--- src/verilog/m6502_settings.svh ---
`ifndef M6502_SETTINGS_SVH
`define M6502_SETTINGS_SVH

// Low byte of the reset vector, high byte follows
`define M6502_RESET_VECTOR 16'hfffc

// Stack pointer after reset
`define M6502_SP_RESET 8'hff

// Cycles that ready stays low after a read request
`define M6502_RAM_WAIT 1

`endif
--- src/verilog/m6502_pkg.sv ---
package m6502_pkg;

   typedef struct packed {
      logic [2:0] aaa;       // Operation
      logic [2:0] bbb;       // Addressing mode
      logic [1:0] cc;        // Group
   } op_group_t;

   typedef struct packed {
      logic [1:0] flag_sel;  // N, V, C, Z
      logic       cond;      // Taken when flag equals this
      logic [4:0] tail;
   } op_branch_t;

   typedef union packed {
      op_group_t  grp;
      op_branch_t br;
   } opcode_t;

   localparam logic [4:0] BRANCH_TAIL = 5'b10000;

   typedef enum logic [1:0] {ALU_PASS, ALU_OR, ALU_AND, ALU_CMP} alu_op_t;

   typedef enum logic [3:0] {
      MODE_IDLE, MODE_RESET, MODE_IMM,
      MODE_ZP, MODE_ZP_X,
      MODE_ABS, MODE_ABS_X, MODE_ABS_Y,
      MODE_IND_X, MODE_IND_Y
   } addr_mode_t;

   typedef enum logic {ACC_LOAD, ACC_STORE} access_t;

   typedef struct packed {
      logic n;
      logic v;
      logic z;
      logic c;
   } flags_t;

   typedef struct packed {
      logic [15:0] addr;
      logic [7:0]  wr_data;
      logic        wr_en;
      logic        rd_req;
   } mem_bus_t;

endpackage

--- src/verilog/m6502_cpu.sv ---
`timescale 1ns/1ns

module m6502_cpu (
   input  logic                 clk,
   input  logic                 reset_n,
   input  logic [7:0]           rd_data,
   input  logic                 ready,
   output m6502_pkg::mem_bus_t  bus,
   output logic                 sync,
   output logic                 inst_done
);
   import m6502_pkg::*;

   typedef enum logic [2:0] {
      CPU_RESET, CPU_VECTOR, CPU_FETCH, CPU_FETCH_WAIT, CPU_DECODE, CPU_EXEC, CPU_ALU
   } cpu_state_t;

   cpu_state_t  state;
   logic [15:0] pc;
   logic [7:0]  reg_a;
   logic [7:0]  reg_x;
   logic [7:0]  reg_y;
   opcode_t     opcode;

   addr_mode_t  dec_mode;
   access_t     dec_access;
   alu_op_t     dec_op;
   logic [1:0]  inst_len;
   logic        is_branch;
   logic        flag_bit;
   logic        branch_taken;

   mem_bus_t    seq_bus;
   addr_mode_t  seq_mode;
   logic        seq_start;
   logic        seq_done;
   logic [7:0]  seq_byte;
   logic [15:0] seq_word;
   logic [15:0] operand_addr;

   logic        alu_proceed;
   logic [7:0]  alu_in_a;
   logic [7:0]  alu_result;
   flags_t      alu_flags;

   assign is_branch = (opcode.br.tail == BRANCH_TAIL);

   always_comb
   begin
      dec_mode   = MODE_IDLE;
      dec_access = ACC_LOAD;
      dec_op     = ALU_PASS;
      if (is_branch)
         dec_mode = MODE_IMM;                 // Offset byte
      else if (opcode.grp.cc == 2'b01)
      begin
         case (opcode.grp.bbb)
            3'd0: dec_mode = MODE_IND_X;
            3'd1: dec_mode = MODE_ZP;
            3'd2: dec_mode = MODE_IMM;
            3'd3: dec_mode = MODE_ABS;
            3'd4: dec_mode = MODE_IND_Y;
            3'd5: dec_mode = MODE_ZP_X;
            3'd6: dec_mode = MODE_ABS_Y;
            3'd7: dec_mode = MODE_ABS_X;
            default: dec_mode = MODE_IDLE;
         endcase
         case (opcode.grp.aaa)
            3'b000: dec_op = ALU_OR;
            3'b001: dec_op = ALU_AND;
            3'b100: dec_access = ACC_STORE;
            3'b101: dec_op = ALU_PASS;
            3'b110: dec_op = ALU_CMP;
            default: dec_mode = MODE_IDLE;   // EOR, ADC, SBC run as NOP
         endcase
         if (dec_access == ACC_STORE && dec_mode == MODE_IMM)
            dec_mode = MODE_IDLE;
      end
      else if (opcode.grp.aaa == 3'b101 && opcode.grp.bbb == 3'b000 && opcode.grp.cc != 2'b11)
         dec_mode = MODE_IMM;                 // LDY #, LDX #
   end

   assign inst_len = (dec_mode inside {MODE_ABS, MODE_ABS_X, MODE_ABS_Y}) ? 2'd3 :
                     (dec_mode == MODE_IDLE) ? 2'd1 : 2'd2;

   always_comb
   begin
      case (opcode.br.flag_sel)
         2'b00:   flag_bit = alu_flags.n;
         2'b01:   flag_bit = alu_flags.v;
         2'b10:   flag_bit = alu_flags.c;
         default: flag_bit = alu_flags.z;
      endcase
   end

   assign branch_taken = (flag_bit == opcode.br.cond);
   assign operand_addr = pc + 16'd1;
   assign seq_mode     = (state == CPU_VECTOR) ? MODE_RESET : dec_mode;
   assign sync         = (state == CPU_FETCH) && ready;
   assign alu_proceed  = (state == CPU_EXEC) && seq_done && !is_branch && dec_access == ACC_LOAD;
   assign alu_in_a     = (dec_op == ALU_PASS) ? seq_byte : reg_a;

   always_comb
   begin
      bus = seq_bus;
      if (sync)
      begin
         bus.addr   = pc;
         bus.rd_req = 1'b1;
      end
   end

   always_ff @(posedge clk)
   begin
      seq_start <= 1'b0;
      inst_done <= 1'b0;
      if (!reset_n)
      begin
         state  <= CPU_RESET;
         reg_a  <= 8'h00;
         reg_x  <= 8'h00;
         reg_y  <= 8'h00;
      end
      else
         case (state)
            CPU_RESET:
            begin
               seq_start <= 1'b1;
               state     <= CPU_VECTOR;
            end
            CPU_VECTOR:
               if (seq_done)
               begin
                  pc    <= seq_word;
                  state <= CPU_FETCH;
               end
            CPU_FETCH:
               if (ready)
                  state <= CPU_FETCH_WAIT;
            CPU_FETCH_WAIT:
               if (ready)
               begin
                  opcode <= rd_data;
                  state  <= CPU_DECODE;
               end
            CPU_DECODE:
               if (dec_mode == MODE_IDLE)
               begin
                  pc        <= pc + 16'd1;
                  inst_done <= 1'b1;
                  state     <= CPU_FETCH;
               end
               else
               begin
                  seq_start <= 1'b1;
                  state     <= CPU_EXEC;
               end
            CPU_EXEC:
               if (seq_done)
               begin
                  if (is_branch)
                  begin
                     pc <= pc + 16'd2 + (branch_taken ? {{8{seq_byte[7]}}, seq_byte} : 16'h0000);
                     inst_done <= 1'b1;
                     state     <= CPU_FETCH;
                  end
                  else if (dec_access == ACC_STORE)
                  begin
                     pc        <= pc + {14'd0, inst_len};
                     inst_done <= 1'b1;
                     state     <= CPU_FETCH;
                  end
                  else
                     state <= CPU_ALU;
               end
            CPU_ALU:
            begin
               if (opcode.grp.cc == 2'b10)
                  reg_x <= alu_result;
               else if (opcode.grp.cc == 2'b00)
                  reg_y <= alu_result;
               else if (dec_op != ALU_CMP)
                  reg_a <= alu_result;
               pc        <= pc + {14'd0, inst_len};
               inst_done <= 1'b1;
               state     <= CPU_FETCH;
            end
            default:
               state <= CPU_RESET;
         endcase
   end

   m6502_alu u_alu (
      .clk     (clk),
      .reset_n (reset_n),
      .proceed (alu_proceed),
      .op      (dec_op),
      .in_a    (alu_in_a),
      .in_b    (seq_byte),
      .result  (alu_result),
      .flags   (alu_flags)
   );

   m6502_addr_seq u_addr_seq (
      .clk          (clk),
      .reset_n      (reset_n),
      .start        (seq_start),
      .mode         (seq_mode),
      .access       (dec_access),
      .operand_addr (operand_addr),
      .index_x      (reg_x),
      .index_y      (reg_y),
      .store_data   (reg_a),
      .rd_data      (rd_data),
      .ready        (ready),
      .bus          (seq_bus),
      .done         (seq_done),
      .load_byte    (seq_byte),
      .load_word    (seq_word)
   );

   // Opcode fetch goes out on an idle bus
   assert property (@(posedge clk) disable iff (!reset_n)
      sync |-> !seq_bus.rd_req && !seq_bus.wr_en);

endmodule

--- src/verilog/m6502_addr_seq.sv ---
`timescale 1ns/1ns
`include "m6502_settings.svh"

module m6502_addr_seq (
   input  logic                   clk,
   input  logic                   reset_n,
   input  logic                   start,
   input  m6502_pkg::addr_mode_t  mode,
   input  m6502_pkg::access_t     access,
   input  logic [15:0]            operand_addr,
   input  logic [7:0]             index_x,
   input  logic [7:0]             index_y,
   input  logic [7:0]             store_data,
   input  logic [7:0]             rd_data,
   input  logic                   ready,
   output m6502_pkg::mem_bus_t    bus,
   output logic                   done,
   output logic [7:0]             load_byte,
   output logic [15:0]            load_word
);
   import m6502_pkg::*;

   typedef enum logic [3:0] {
      S_IDLE, S_ZP, S_PTR_LO, S_PTR_HI, S_ABS_LO, S_ABS_HI, S_VEC_LO, S_VEC_HI, S_FINAL
   } seq_state_t;

   seq_state_t  state;
   addr_mode_t  mode_q;
   access_t     access_q;
   logic [7:0]  lo_q;
   logic [7:0]  zp_sum;
   logic [7:0]  ptr;
   logic [7:0]  post_index;
   logic [15:0] ea;
   logic        got_byte;
   logic        at_final;

   assign got_byte   = ready && !bus.rd_req;
   assign zp_sum     = rd_data + index_x;              // Wraps in page 0
   assign ptr        = (mode_q == MODE_IND_X) ? zp_sum : rd_data;
   assign post_index = (mode_q == MODE_ABS_X) ? index_x :
                       (mode_q inside {MODE_ABS_Y, MODE_IND_Y}) ? index_y : 8'h00;
   assign ea = (state == S_ZP) ? {8'h00, (mode_q == MODE_ZP_X) ? zp_sum : rd_data}
                               : {rd_data, lo_q} + {8'h00, post_index};
   assign at_final = got_byte && (state inside {S_PTR_HI, S_ABS_HI} ||
                     (state == S_ZP && mode_q inside {MODE_ZP, MODE_ZP_X}));

   always_ff @(posedge clk)
   begin
      bus.rd_req <= 1'b0;
      bus.wr_en  <= 1'b0;
      done       <= 1'b0;
      if (!reset_n)
         state <= S_IDLE;
      else
      begin
         case (state)
            S_IDLE:
               if (start)
               begin
                  mode_q     <= mode;
                  access_q   <= access;
                  bus.rd_req <= 1'b1;
                  bus.addr   <= (mode == MODE_RESET) ? `M6502_RESET_VECTOR : operand_addr;
                  case (mode)
                     MODE_RESET:                          state <= S_VEC_LO;
                     MODE_ABS, MODE_ABS_X, MODE_ABS_Y:    state <= S_ABS_LO;
                     MODE_ZP, MODE_ZP_X,
                     MODE_IND_X, MODE_IND_Y:              state <= S_ZP;
                     default:                             state <= S_FINAL;
                  endcase
               end
            S_ZP:
               if (got_byte && mode_q inside {MODE_IND_X, MODE_IND_Y})
               begin
                  bus.addr   <= {8'h00, ptr};
                  bus.rd_req <= 1'b1;
                  state      <= S_PTR_LO;
               end
            S_PTR_LO:
               if (got_byte)
               begin
                  lo_q       <= rd_data;
                  bus.addr   <= {8'h00, bus.addr[7:0] + 8'h01};   // Pointer wraps in page 0
                  bus.rd_req <= 1'b1;
                  state      <= S_PTR_HI;
               end
            S_ABS_LO:
               if (got_byte)
               begin
                  lo_q       <= rd_data;
                  bus.addr   <= operand_addr + 16'd1;
                  bus.rd_req <= 1'b1;
                  state      <= S_ABS_HI;
               end
            S_VEC_LO:
               if (got_byte)
               begin
                  lo_q       <= rd_data;
                  bus.addr   <= bus.addr + 16'd1;
                  bus.rd_req <= 1'b1;
                  state      <= S_VEC_HI;
               end
            S_VEC_HI:
               if (got_byte)
               begin
                  load_word <= {rd_data, lo_q};
                  done      <= 1'b1;
                  state     <= S_IDLE;
               end
            S_FINAL:
               if (got_byte)
               begin
                  load_byte <= rd_data;
                  done      <= 1'b1;
                  state     <= S_IDLE;
               end
            default:
               ;
         endcase

         if (at_final)
         begin
            bus.addr    <= ea;
            bus.wr_data <= store_data;
            if (access_q == ACC_STORE)
            begin
               bus.wr_en <= 1'b1;       // Write completes this cycle
               done      <= 1'b1;
               state     <= S_IDLE;
            end
            else
            begin
               bus.rd_req <= 1'b1;
               state      <= S_FINAL;
            end
         end
      end
   end

   assert property (@(posedge clk) disable iff (!reset_n) !(bus.rd_req && bus.wr_en));
   assert property (@(posedge clk) disable iff (!reset_n) !ready |-> !bus.rd_req && !bus.wr_en);

endmodule

--- src/verilog/m6502_alu.sv ---
`timescale 1ns/1ns

module m6502_alu (
   input  logic                clk,
   input  logic                reset_n,
   input  logic                proceed,
   input  m6502_pkg::alu_op_t  op,
   input  logic [7:0]          in_a,
   input  logic [7:0]          in_b,
   output logic [7:0]          result,
   output m6502_pkg::flags_t   flags
);
   import m6502_pkg::*;

   logic [7:0] logic_out;
   logic [8:0] diff;

   assign diff = {1'b0, in_a} - {1'b0, in_b};   // Bit 8 is the borrow

   always_comb
   begin
      case (op)
         ALU_OR:  logic_out = in_a | in_b;
         ALU_AND: logic_out = in_a & in_b;
         ALU_PASS,
         ALU_CMP: logic_out = in_a;
         default: logic_out = in_a;
      endcase
   end

   always_ff @(posedge clk)
   begin
      if (!reset_n)
         flags <= '0;
      else if (proceed)
      begin
         if (op == ALU_CMP)
         begin
            flags.c <= !diff[8];
            flags.z <= (diff[7:0] == 8'h00);
            flags.n <= diff[7];
         end
         else
         begin
            flags.z <= (logic_out == 8'h00);
            flags.n <= logic_out[7];
         end
         flags.v <= 1'b0;                 // No ADC/SBC
      end
   end

   always_ff @(posedge clk)
   begin
      if (proceed && op != ALU_CMP)
         result <= logic_out;
   end

   assert property (@(posedge clk) disable iff (!reset_n) proceed |=> !proceed);

endmodule

--- config.mk ---
export PLATFORM = sky130hd
export DESIGN_NAME = m6502_cpu
export DESIGN_NICKNAME = d
export VERILOG_FILES = /design/src/verilog/m6502_pkg.sv /design/src/verilog/m6502_cpu.sv /design/src/verilog/m6502_addr_seq.sv /design/src/verilog/m6502_alu.sv
export VERILOG_INCLUDE_DIRS = /design/src /design/src/verilog
export SDC_FILE = /design/constraint.sdc
export NUM_CORES = 1
export LEC_CHECK = 0
export ABC_AREA = 0
export BUFFER_PORTS_ARGS = -buffer_cell sky130_fd_sc_hd__clkbuf_2
export CAP_MARGIN = 0
export CORE_ASPECT_RATIO = 1.1
export CORE_MARGIN = 1
export CORE_UTILIZATION = 40
export CTS_CLUSTER_DIAMETER = 100
export DETAILED_ROUTE_END_ITERATION = 8
export GPL_TIMING_DRIVEN = 0
export PLACE_DENSITY_LB_ADDON = 0.1
export SYNTH_ARGS = -nofsm -noshare
export SYNTH_HDL_FRONTEND = slang
export SYNTH_SLANG_ARGS = --single-unit
--- constraint.sdc ---
create_clock -name clk -period 5.83 [get_ports clk]
set_clock_uncertainty 0.2 [all_clocks]
set_input_delay 0.583 -clock clk [delete_from_list [all_inputs] [get_ports clk]]
set_output_delay 0.583 -clock clk [all_outputs]
set_load 0.005 [all_outputs]
After elaboration in Yosys (flattened, before gate mapping). Memories as Yosys holds them, arrays and structs flattened. A register that Yosys moved wholly into a read port is not among the register bits. Cells that the tools add are included.

Register bits after elaboration: 132. Latch bits: 0. Bits in writable memories: 0. Memory bits (read-only): 96. Bits of input ports: 11. Output and inout port bits: 28. Logic and storage cells: 223. Memories: 2.

$add $sub $neg: 10. Multipliers: 0. Divide/modulo/power cells: 0. Magnitude comparators: 0. Equal/unequal tests: 52. Shift-type cells: 0. Muxes and demuxes: 79. Bitwise gates (word level): 5. Reductions and logical operators: 52.

Memory list: (name not given) (depth 16, width 4, rd ports 1, clocked after Yosys merged registers in 0, wr ports 0, line m6502_addr_seq.sv:65) `case (mode)`; (name not given) (depth 8, width 4, rd ports 1, clocked after Yosys merged registers in 1, wr ports 0, line m6502_cpu.sv:57) `case (opcode.grp.bbb)`.

Operators with widths (count): 16-bit two-way mux (14); 16-bit case mux with 5 select lines (1); 16-bit case mux with 4 select lines (1); 4-bit two-way mux (15); 16-bit by 1-bit adder with 16-bit output (second input constant) (3); 4-bit by 3-bit == test with 1-bit output (second input constant) (10); 8-bit two-way mux (5); 26-bit two-way mux (1); 3-bit two-way mux (8); 4-bit case mux with 6 select lines (1); 8-bit case mux with 3 select lines (1); 1-bit two-way mux (21); 3-bit case mux with 7 select lines (1); 3-bit == test (second input constant) (6); 3-bit AND reduction (6); 16-bit adder (1); 16-bit by 2-bit adder with 16-bit output (1); 16-bit by 2-bit adder with 16-bit output (second input constant) (1); 16-bit by 8-bit adder with 16-bit output (1); 4-bit by 2-bit == test with 1-bit output (second input constant) (4); 8-bit logical NOT (2); 7-bit AND reduction (2); 4-bit == test (second input constant) (3); 1-bit logical AND (12); 38 further kinds (77).

Logic depth before layout (Yosys ltp). Gate-level depths: netlist of the first run.

Word-level depth: 18. Gate-level depth with buffers: 18. Depth with buffers taken out: 16.

Hierarchy. From an unflattened synthesis of the first run, not the netlist that was laid out.

Cell total of the unflattened synthesis: 1196. Area, all modules: 10956.8 sq um.

By module, submodules not included: m6502_addr_seq (instances 1, cells each 524, area each 5027.3 sq um, seq. area each 1971.9 sq um); m6502_cpu (instances 1, cells each 546, area each 4739.5 sq um, seq. area each 1381.3 sq um); m6502_alu (instances 1, cells each 126, area each 1189.9 sq um, seq. area each 300.3 sq um).

Worst setup path after synthesis of the first run. No wires, ideal clock.

Path kind: register -> register. Start: reg opcode[6] (netlist bit). End: reg pc[15], data pin. Setup time: 0.261 ns. Arrival: 3.543 ns. Required time: 5.369 ns. Setup slack: 1.826 ns. Cell stages (with the launch flop): 17. Buffers on the path: 1. Period minus slack after synthesis: 4.004 ns. Path through: edfxtp_1 buf_2 mux2_2 a22oi_1 xor2_1 nand2_1 ha_1 inv_1 ha_1 fa_1 a211oi_1 nor2_1 o22a_1 a41oi_1 a211oi_1 nor4b_4 nor3_2.

Word-level cells in the longest chain between the ends: 18. Elaborated cells on any way between the ends: 39. Those cells by class: add/sub: 2; eq/ne: 11; mux: 18; reduce/logical: 8.

RTL lines: start: declaration (line m6502_cpu.sv:23) `opcode_t opcode;`; start signal: assignment (line m6502_cpu.sv:143) `opcode <= rd_data;`; 3-bit == test, or another cell as far along (line m6502_cpu.sv:68, m6502_cpu.sv:79); 5-bit OR reduction (no line); 4-bit two-way mux (line m6502_cpu.sv:68) `case (opcode.grp.aaa)`; 4-bit two-way mux (line m6502_cpu.sv:55) `else if (opcode.grp.cc == 2'b01)`; 4-bit two-way mux (line m6502_cpu.sv:53) `if (is_branch)`; 4-bit by 2-bit == test with 1-bit output (line m6502_cpu.sv:76) `if (dec_access == ACC_STORE && dec_mode == MODE_IMM)`; 1-bit logical AND (line m6502_cpu.sv:76); 4-bit two-way mux (line m6502_cpu.sv:76); [2 not listed]; 4-bit by 3-bit == test with 1-bit output / 4-bit logical NOT (equally long branches) (line m6502_cpu.sv:83, m6502_cpu.sv:84); 3-bit nonzero test / 2-bit two-way mux (equally long branches) (line m6502_cpu.sv:83, m6502_cpu.sv:84); 2-bit two-way mux (line m6502_cpu.sv:83) `assign inst_len = (dec_mode inside {MODE_ABS, MODE_ABS_X, MODE_ABS_Y}) ? 2'd3 :`; 16-bit by 2-bit adder with 16-bit output (line m6502_cpu.sv:169, m6502_cpu.sv:184); 16-bit two-way mux (line m6502_cpu.sv:167) `else if (dec_access == ACC_STORE)`; 16-bit two-way mux (line m6502_cpu.sv:161) `if (is_branch)`; 16-bit two-way mux (line m6502_cpu.sv:159) `if (seq_done)`; 16-bit case mux with 4 select lines (*) (line m6502_cpu.sv:125) `case (state)`; end signal: assignment (line m6502_cpu.sv:134) `pc <= seq_word;`; end signal: assignment (line m6502_cpu.sv:163) `pc <= pc + 16'd2 + (branch_taken ? {{8{seq_byte[7]}}, seq_byte} : 16'h0000);`; end signal: assignment (line m6502_cpu.sv:169) `pc <= pc + {14'd0, inst_len};`; end: declaration (line m6502_cpu.sv:19) `logic [15:0] pc;`.

Mark *: on every way between the ends. The rest lies on a longest branch, timed or not. The select of a mux whose other input is x is not followed. A chain may end at the register's enable or synchronous reset.

Worst setup path in the final report of the first run.
Start: reg opcode[6] (netlist bit). End: reg pc[13], data pin.

The elaborated chain is that of the path after synthesis.

==> reports/results.txt, run 1 <==
status -> finished clean
H-tree levels -> 4
Setup Viol. Count Final -> 0
Post-DRT Antenna Nets -> 0
Max Slew Vio Count -> 0
pre-CTS setup slack -> 1030 ps
Worst setup SP type -> flop
CTS tree -> done
DRC -> 0
clk root buf -> clkbuf_16
Reg-to-Reg End -> pc[13]$_DFFE_PP_
Die Ht -> 176 um
hold depth -> 2
largest net degree at the start of global routing -> 17
Avg Inst Size Synth -> 9.10 um2
vias per cell -> 5.84
Peak supply drop -> 0.166 mV
row count -> 63
min-delay src -> reg_x[4]$_SDFFE_PN0P_
Post-synth EDFFs -> 93
synthesis-to-layout area growth -> 11.9%
Tightest Pin Transition -> 1090 ps
port bufs -> 38
max cap viols -> 0
hpwl dp -> 27300 um
Syn Nets -> 1312
Mapped Cells -> 1216
Total Routing Usage GR -> 25.5%
Worst-path clk slew -> 60 ps
setup TNS -> 0 ps
via count -> 9613
first-pass GRT wire length -> 54700 um
vias in the first global route -> 9283
WS Path Type -> reg2reg
# IOs -> 39
R2R Setup Slk -> 1010 ps
met2 wire length -> 17400 um
worst hold path endpoint -> reg_x[4]$_SDFFE_PN0P_
post-synth cell types -> 106
Initial Util -> 40.9%
cts repair resizes -> 0
CORE AREA -> 27000 um2
top cell type's share of synthesized area -> 25.2%
1st-pass router iterations -> 5
Worst Hold Class -> reg2reg
initial DRC count -> 720
P per Cell Area -> 266 nW/um2
TritonCTS Buffers -> 17
leading area contributor after synthesis -> edfxtp_1
Final GP Congestion -> 0.929
final net count -> 1373
R2R cell count -> 14
Die Area -> 28300 um2
RSZ-0062 raised after global routing -> false
number of antenna violations at the first check in global routing -> 0
Placed Cells incl. Taps -> 1615
final worst slack -> 1010 ps
fin crit share -> 82.7%
Metal-1 WL -> 15300 um
Final Hold Viols -> 0
Max Buffers Root-to-Sink -> 2
Finished Layout Cells -> 1647
synthesis-stage register bit count -> 136
final wirelength -> 35600 um
Leak Pwr -> 4.71 nW
crit path from -> opcode[6]$_DFFE_PP_
share of synthesized flip-flops with an asynchronous set or reset -> 0%
crit path DAT -> 4770 ps
die width -> 161 um
worst r2r src -> opcode[6]$_DFFE_PP_
CP Max Fanout -> 8
placed inst area -> 11800 um2
crit path capture type -> flop
Worst EP required -> 5780 ps
fin crit period -> 4820 ps
share of post-route cells with drive strength above 1 -> 14.7%
register area share after synthesis -> 33.0%
final hold slack -> 278 ps
max layer used -> met4
Slew Limit Headroom -> 27.0%
# Post-CTS Setup Buffers -> 0
n_diodes -> 0
Synth area leaders -> edfxtp_1 (25%), ha_1 (9.0%), dfxtp_1 (7.8%)
Fmax -> 207 MHz
hold-fix buffers at CTS -> 0
Synth Warn # -> 0
Clock Latency Late Sink -> 440 ps
Final Cell Area -> 12400 um2
total gr overflow -> 0
Clock Sinks -> 136
length of routed met3 wiring -> 1720 um
predominant post-synthesis flop cell -> edfxtp_1
routed len/inst -> 21.6 um
Cell Area, Synth -> 11100 um2
cells by family after synthesis:
kind of cell             after synthesis  share of synthesized area (%)
AO/OA/AOI/OAI                        311                           19.0
XOR/XNOR                              74                           5.99
adder cells (fa/ha/maj)               85                           9.95
buffers and inverters                122                           5.14
flip-flops                           136                           33.0
multiplexers                          67                           6.57
AND/OR/NAND/NOR                      421                           20.3
cell type report:
| cell class | count | area (um2) |
|---|---|---|
| Buffer | 69 | 370 |
| Clock inverter | 14 | 194 |
| Multi-Input combinational cell | 958 | 6860 |
| Clock buffer | 18 | 429 |
| Fill cell | 2680 | 14700 |
| Tap cell | 357 | 447 |
| Sequential cell | 136 | 3650 |
| Inverter | 53 | 199 |
| Timing Repair Buffer | 42 | 238 |
state kept, by name, indices dropped and copies added (netlist names), named ones only:
signal	cells
u_addr_seq.load_word	16
u_alu.result	8
u_addr_seq.mode_q	4
reg_y	8
u_addr_seq.lo_q	8
pc	16
seq_start	1
u_addr_seq.load_byte	8
reg_x	8
u_addr_seq.state	4
u_alu.flags	3
u_addr_seq.done	1
state	3
inst_done	1
u_addr_seq.access_q	1
u_addr_seq.bus	26
reg_a	8
opcode	8
metal layers:
layer | vias up | global-route usage [%]
li1 | 4607 | -
met1 | 4643 | 31.9
met2 | 300 | 43.8
met3 | 63 | 4.09
met4 | 0 | 10.1
met5 | - | 0
through the flow:
step	utilization (%)	power, W
5_1_grt	45.8	0.00343
3_3_place_gp	43.3	0.00210
6_report	45.8	0.00330
3_5_place_dp	43.5	0.00211
4_1_cts	45.8	0.00329
2_1_floorplan	-	0.00182
how the worst max path moves through the flow:
| stage | end | cells past startpoint |
|---|---|---|
| floorplan | pc[15]$_DFFE_PP_ | 16 |
| global placement | pc[13]$_DFFE_PP_ | 14 |
| detailed placement | pc[13]$_DFFE_PP_ | 14 |
| CTS | pc[13]$_DFFE_PP_ | 14 |
| global route | pc[13]$_DFFE_PP_ | 14 |
| finish | pc[13]$_DFFE_PP_ | 14 |
worst max-delay path, stage by stage, from the launching register on:
cell,delay [ps]
edfxtp_1,310
buf_2,180
mux2_2,350
a22oi_1,180
xor2_1,450
nand2_1,280
inv_1,310
ha_1,300
ha_1,230
or4_1,520
o22a_1,240
a41oi_1,370
nor3b_1,100
o31ai_1,400
a31oi_1,130
Yosys cell counts (13+ instances only):
| cell type | count |
|---|---|
| a21oi_1 | 74 |
| a22o_1 | 14 |
| and2_1 | 20 |
| and3_1 | 13 |
| buf_2 | 13 |
| buf_4 | 19 |
| clkbuf_1 | 29 |
| dfxtp_1 | 43 |
| edfxtp_1 | 93 |
| ha_1 | 80 |
| inv_1 | 51 |
| mux2_2 | 30 |
| mux2i_1 | 33 |
| nand2_1 | 103 |
| nand2b_1 | 15 |
| nand3_1 | 41 |
| nor2_1 | 107 |
| nor3_1 | 29 |
| o21ai_0 | 69 |
| o22ai_1 | 16 |
| xnor2_1 | 41 |
| xor2_1 | 31 |
power breakdown:
group          total, W  internal (W)  switching (W)  leakage, nW
clock           0.00119      0.000720       0.000469        0.303
sequential      0.00119       0.00113      0.0000640         1.19
combinational  0.000915      0.000344       0.000570         3.22
placed cells by master (no fill, tap or decap), types with 7 or more instances in the layout:
master,instances
o21ai_0,69
xor2_1,31
nand2b_1,15
and3_1,13
nor3_1,29
clkbuf_16,17
dfxtp_1,43
mux2_2,30
a211oi_1,12
edfxtp_1,93
or3_1,11
xnor2_1,41
a31oi_1,12
ha_1,80
o21a_1,8
clkbuf_2,39
nor2b_1,11
a21o_1,12
nand2_1,103
a21oi_1,74
buf_2,13
inv_1,51
clkbuf_1,30
a221oi_1,10
o211ai_1,10
o22ai_1,16
buf_4,20
a22o_1,14
nor3b_1,7
and2_1,20
nor2_1,105
mux2i_1,33
nand3_1,41
No activity file was read; power rests on OpenSTA's default activity.
==> inputs of run 2 (changes only) <==
==> constraint.sdc (replaced) <==
create_clock -name clk -period 5.01 [get_ports clk]
set_clock_uncertainty 0.2 [all_clocks]
set_input_delay 0.501 -clock clk [delete_from_list [all_inputs] [get_ports clk]]
set_output_delay 0.501 -clock clk [all_outputs]
set_load 0.005 [all_outputs]
==> reports/results.txt, run 2 (synthesis results as in run 1) <==
status -> finished clean
Initial Util -> 40.9% (unchanged)
total gr overflow -> 0 (unchanged)
cell mode on critical path -> ha_1
Most flops, register -> u_addr_seq.bus
share of post-route cells with drive strength above 1 -> 15.0% (+0.23 points)
Reg area -> 3650 um2 (unchanged)
final worst slack -> 368 ps (-641 ps)
R2R Setup Slk -> 370 ps (-640 ps)
vias per cell -> 5.85 (+0.17%)
Final Cell Area -> 12400 um2 (about the same)
initial DRC count -> 746 (+3.6%)
port bufs -> 38 (unchanged)
Final GP Congestion -> 0.929 (unchanged)
via count -> 9629 (+0.17%)
Peak supply drop -> 0.193 mV (+16%)
largest net degree at the start of global routing -> 17 (unchanged)
CP Max Fanout -> 8 (unchanged)
Cell Chain, Critical Path -> buf_2, mux2_2, a22oi_1, xor2_2, nand2_1, inv_2, ha_1, ha_1, or4_1, o22a_1, a41oi_1, nor3b_1, o31ai_1, a31oi_1
final wirelength -> 35600 um (about the same)
H-tree levels -> 4 (unchanged)
DRC -> 0 (unchanged)
Total Routing Usage GR -> 25.5% (unchanged)
# Post-CTS Setup Buffers -> 0 (unchanged)
Regs by FF count -> u_addr_seq.bus x26, pc x16, u_addr_seq.load_word x16
routed len/inst -> 21.6 um (about the same)
Tightest Pin Transition -> 1080 ps (-6.16 ps)
most frequent cells in the layout -> nor2_1 (105), nand2_1 (103), edfxtp_1 (93)
first-pass GRT wire length -> 54700 um (unchanged)
most common cell after layout, fill and taps aside -> nor2_1
TritonCTS Buffers -> 17 (unchanged)
fin crit share -> 92.7% (+10 points)
number of antenna violations at the first check in global routing -> 0 (unchanged)
CTS tree -> done
vias in the first global route -> 9283 (unchanged)
Worst setup SP type -> flop
setup TNS -> 0 ps (unchanged)
pre-CTS setup slack -> 210 ps (-820 ps)
crit path capture type -> flop
hpwl dp -> 27300 um (unchanged)
Die Area -> 28300 um2 (unchanged)
Clock Sinks -> 136 (unchanged)
n_diodes -> 0 (unchanged)
WS Path Type -> reg2reg
1st-pass router iterations -> 7 (+2)
Final Hold Viols -> 0 (unchanged)
P per Cell Area -> 309 nW/um2 (+16%)
die width -> 161 um (unchanged)
synthesis-to-layout area growth -> 12.0% (about the same)
placed inst area -> 11800 um2 (unchanged)
final hold slack -> 273 ps (-5.08 ps)
clk root buf -> clkbuf_16
CORE AREA -> 27000 um2 (unchanged)
Fill cells -> 2681 (+0.037%)
Setup Viol. Count Final -> 0 (unchanged)
Fmax -> 215 MHz (+3.9%)
Die Ht -> 176 um (unchanged)
post-layout util -> 45.9% (about the same)
final net count -> 1373 (unchanged)
RSZ-0062 raised after global routing -> false
Slew Limit Headroom -> 27.5% (+0.41 points)
Worst EP required -> 4960 ps (-820 ps)
slowest CP cell -> or4_1
Worst Hold Class -> in2reg
Max Slew Vio Count -> 0 (unchanged)
Clock Latency Late Sink -> 440 ps (about the same)
Post-DRT Antenna Nets -> 0 (unchanged)
crit path DAT -> 4590 ps (-180 ps)
# IOs -> 39 (unchanged)
multi-input logic area -> 6870 um2 (+0.16%)
Max Buffers Root-to-Sink -> 2 (unchanged)
row count -> 63 (unchanged)
max cap viols -> 0 (unchanged)
Worst path max stage delay -> 520 ps (about the same)
Leak Pwr -> 4.71 nW (about the same)
max reg flops -> 26 (unchanged)
Worst-path clk slew -> 60 ps (about the same)
fin crit period -> 4640 ps (-179 ps)
run 2: layout make-up:
| type | count | share of cell area [%] |
|---|---|---|
| plain buffers | 69 | 2.99 |
| well taps | 357 | 3.60 |
| clock inverters | 14 | 1.56 |
| inverters | 53 | 1.60 |
| clock buffers | 18 | 3.46 |
| flip-flops and latches | 136 | 29.5 |
| repair buffers | 42 | 1.92 |
| multi-input cells | 958 | 55.4 |
run 2: where the power goes:
group          leakage [nW]  internal (W)  switching [W]
Combinational          3.22      0.000401       0.000665
Sequential             1.19       0.00131      0.0000744
Clock                 0.303      0.000838       0.000543
Total                  4.71       0.00255        0.00128
run 2: final timing paths:
kind	start	endpoint	depth (start not counted)
hold / removal	rd_data[0]	u_addr_seq.load_byte[0]$_DFFE_PP_	1
setup / recovery	opcode[6]$_DFFE_PP_	pc[13]$_DFFE_PP_	14
setup reg to reg	opcode[6]$_DFFE_PP_	pc[13]$_DFFE_PP_	14
hold reg to reg	reg_x[4]$_SDFFE_PN0P_	reg_x[4]$_SDFFE_PN0P_	2
run 2: layer usage:
layer  global-route usage (%)  vias up  wire [um]
met5                        0        -          0
met3                     4.09       64       1790
met4                     10.1        0       1190
met2                     43.8      316      17400
met1                     31.9     4636      15200
li1                         -     4613          -
run 2: worst max-delay path, delay by kind of cell, from the launching register on:
kind / cells / cell delay (ps)
and+or+nand+nor: 3 / 870
AOI/OAI and AO/OA: 5 / 1400
buffers and inverters: 2 / 390
DFF: 1 / 310
muxes: 1 / 350
adders and majority gates: 2 / 490
xor gates and xnor gates: 1 / 340
run 2: repair_timing:
| item | in CTS | in global routing |
|---|---|---|
| hold buffers | 0 | 0 |
| endpoints found under the setup margin | 0 | 3 |
| gates resized for setup | 0 | 3 |
run 2: through the flow:
stage / total power (W) / instances
floorplan: 0.00212 / 1216
global placement: 0.00244 / 1611
detailed placement: 0.00246 / 1615
CTS: 0.00383 / 1647
global route: 0.00400 / 1647
finish: 0.00383 / 1647
==> inputs of run 3 (changes only) <==
--- a/config.mk
+++ b/config.mk
@@ -16,6 +16,7 @@
 export DETAILED_ROUTE_END_ITERATION = 8
 export GPL_TIMING_DRIVEN = 0
 export PLACE_DENSITY_LB_ADDON = 0.1
+export RECOVER_POWER = 25
 export SYNTH_ARGS = -nofsm -noshare
 export SYNTH_HDL_FRONTEND = slang
 export SYNTH_SLANG_ARGS = --single-unit
==> reports/results.txt, run 3 (synthesis results as in run 1) <==
row count -> 63 (unchanged)
Die Area -> 28300 um2 (unchanged)
cell mode on critical path -> ha_1
hold depth -> 2 (+1)
Critical path buffers and inverters -> 2 (unchanged)
TritonCTS Buffers -> 17 (unchanged)
fin crit share -> 92.6% (about the same)
largest net degree at the start of global routing -> 17 (unchanged)
crit path DAT -> 4590 ps (about the same)
Total Routing Usage GR -> 25.5% (unchanged)
status -> finished clean
initial DRC count -> 719 (-3.6%)
DRC -> 0 (unchanged)
hpwl dp -> 27300 um (unchanged)
Fmax -> 216 MHz (about the same)
Post-DRT Antenna Nets -> 0 (unchanged)
n_diodes -> 0 (unchanged)
Regs by FF count -> u_addr_seq.bus x26, pc x16, u_addr_seq.load_word x16
Worst setup SP type -> flop
P per Cell Area -> 310 nW/um2 (+0.20%)
Initial Util -> 40.9% (unchanged)
Worst-path clk slew -> 60 ps (about the same)
vias in the first global route -> 9283 (unchanged)
# IOs -> 39 (unchanged)
WS Path Type -> reg2reg
RSZ-0062 raised after global routing -> false
Slew Limit Headroom -> 25.4% (-2.1 points)
Die Ht -> 176 um (unchanged)
most frequent cells in the layout -> nor2_1 (106), nand2_1 (103), edfxtp_1 (93)
number of antenna violations at the first check in global routing -> 0 (unchanged)
clk root buf -> clkbuf_16
Worst EP required -> 4960 ps (about the same)
Cell Chain, Critical Path -> buf_2, mux2_2, a22oi_1, xor2_2, nand2_1, inv_2, ha_1, ha_1, or4_1, o22a_1, a41oi_1, nor3b_1, o31ai_1, a31oi_1
setup TNS -> 0 ps (unchanged)
H-tree levels -> 4 (unchanged)
port bufs -> 38 (unchanged)
Setup Viol. Count Final -> 0 (unchanged)
max reg flops -> 26 (unchanged)
final wirelength -> 35500 um (about the same)
crit path capture type -> flop
Max Slew Vio Count -> 0 (unchanged)
Leak Pwr -> 4.67 nW (-0.89%)
cell family with the largest share of critical-path delay -> compound AO/OA/AOI/OAI gates
Clock Sinks -> 136 (unchanged)
Max Buffers Root-to-Sink -> 2 (unchanged)
1st-pass router iterations -> 5 (-2)
Final Hold Viols -> 0 (unchanged)
vias per cell -> 5.83 (-0.30%)
placed inst area -> 11800 um2 (unchanged)
share of post-route cells with drive strength above 1 -> 14.0% (-1.0 points)
Clock Latency Late Sink -> 440 ps (about the same)
Peak supply drop -> 0.195 mV (+0.98%)
CP Max Fanout -> 8 (unchanged)
Tightest Pin Transition -> 1120 ps (+37.3 ps)
slowest CP cell -> or4_1
CORE AREA -> 27000 um2 (unchanged)
R2R cell count -> 14 (unchanged)
routed len/inst -> 21.6 um (about the same)
first-pass GRT wire length -> 54700 um (unchanged)
total gr overflow -> 0 (unchanged)
Most flops, register -> u_addr_seq.bus
Final GP Congestion -> 0.929 (unchanged)
most common cell after layout, fill and taps aside -> nor2_1
Crit path depth -> 14 (unchanged)
Worst path max stage delay -> 520 ps (about the same)
die width -> 161 um (unchanged)
Fill cells -> 2685 (+0.15%)
fin crit period -> 4640 ps (-2.01 ps)
CTS tree -> done
final net count -> 1373 (unchanged)
via count -> 9600 (-0.30%)
Worst Hold Class -> reg2reg
max cap viols -> 0 (unchanged)
Final Cell Area -> 12400 um2 (-0.22%)
synthesis-to-layout area growth -> 11.8%
[run 3: cell count changes in the layout (fill, tap and decap cells not counted), sizes merged]
cell,delta
buf,-9
clkbuf,+9
[run 3: layer usage]
metal	share of wire (%)	routed length [um]	up-vias	global-route usage [%]
met3	5.2	1860	65	4.09
met2	49	17300	311	43.8
met1	43	15100	4610	31.9
met5	0	0	-	0
met4	3.5	1250	0	10.1
li1	-	-	4614	-
[run 3: worst min-delay path: stages (launching register included)]
cell and delay, ps:
dfxtp_1 320, nand2_1 60, a21oi_1 50
[run 3: through the flow]
| step | total power, W | cells | hold slack [ps] | setup WS (ps) | utilization (%) |
|---|---|---|---|---|---|
| floorplan | 0.00212 | 1216 | 226 | 1010 | - |
| global placement | 0.00244 | 1611 | 269 | 221 | 43.3 |
| detailed placement | 0.00246 | 1615 | 270 | 210 | 43.5 |
| CTS | 0.00383 | 1647 | 278 | 200 | 45.8 |
| global route | 0.00400 | 1647 | 295 | 63.6 | 45.8 |
| finish | 0.00383 | 1647 | 278 | 370 | 45.8 |
[run 3: area by class of cell]
type	count	area (um2)	area share, %
Timing Repair Buffer	42	214	1.73
Clock buffer	18	429	3.47
Inverter	53	199	1.61
Sequential cell	136	3650	29.5
Clock inverter	14	194	1.57
Multi-Input combinational cell	958	6870	55.5
Buffer	69	369	2.98
Tap cell	357	447	3.61
[run 3: final timing paths]
| path | from | endpoint | slack, ps |
|---|---|---|---|
| setup / recovery | opcode[6]$_DFFE_PP_ | pc[13]$_DFFE_PP_ | 370 |
| hold / removal | reg_x[4]$_SDFFE_PN0P_ | reg_x[4]$_SDFFE_PN0P_ | 280 |
| setup reg to reg | opcode[6]$_DFFE_PP_ | pc[13]$_DFFE_PP_ | 370 |
| hold reg to reg | reg_x[4]$_SDFFE_PN0P_ | reg_x[4]$_SDFFE_PN0P_ | 280 |
[run 3: timing repair]
action	4_1_cts	5_1_grt
hold buffers	0	0
buffers inserted	0	0
endpoints found under the setup margin	0	3
resized for setup	0	3
endpoints found under the hold margin	0	0
[run 3: report_power, final]
group,leakage (nW),internal (W),total [W],switching (W)
sequential,1.19,0.00131,0.00139,0.0000746
combinational,3.17,0.000399,0.00106,0.000663
clock,0.303,0.000838,0.00138,0.000546
total,4.67,0.00255,0.00383,0.00128
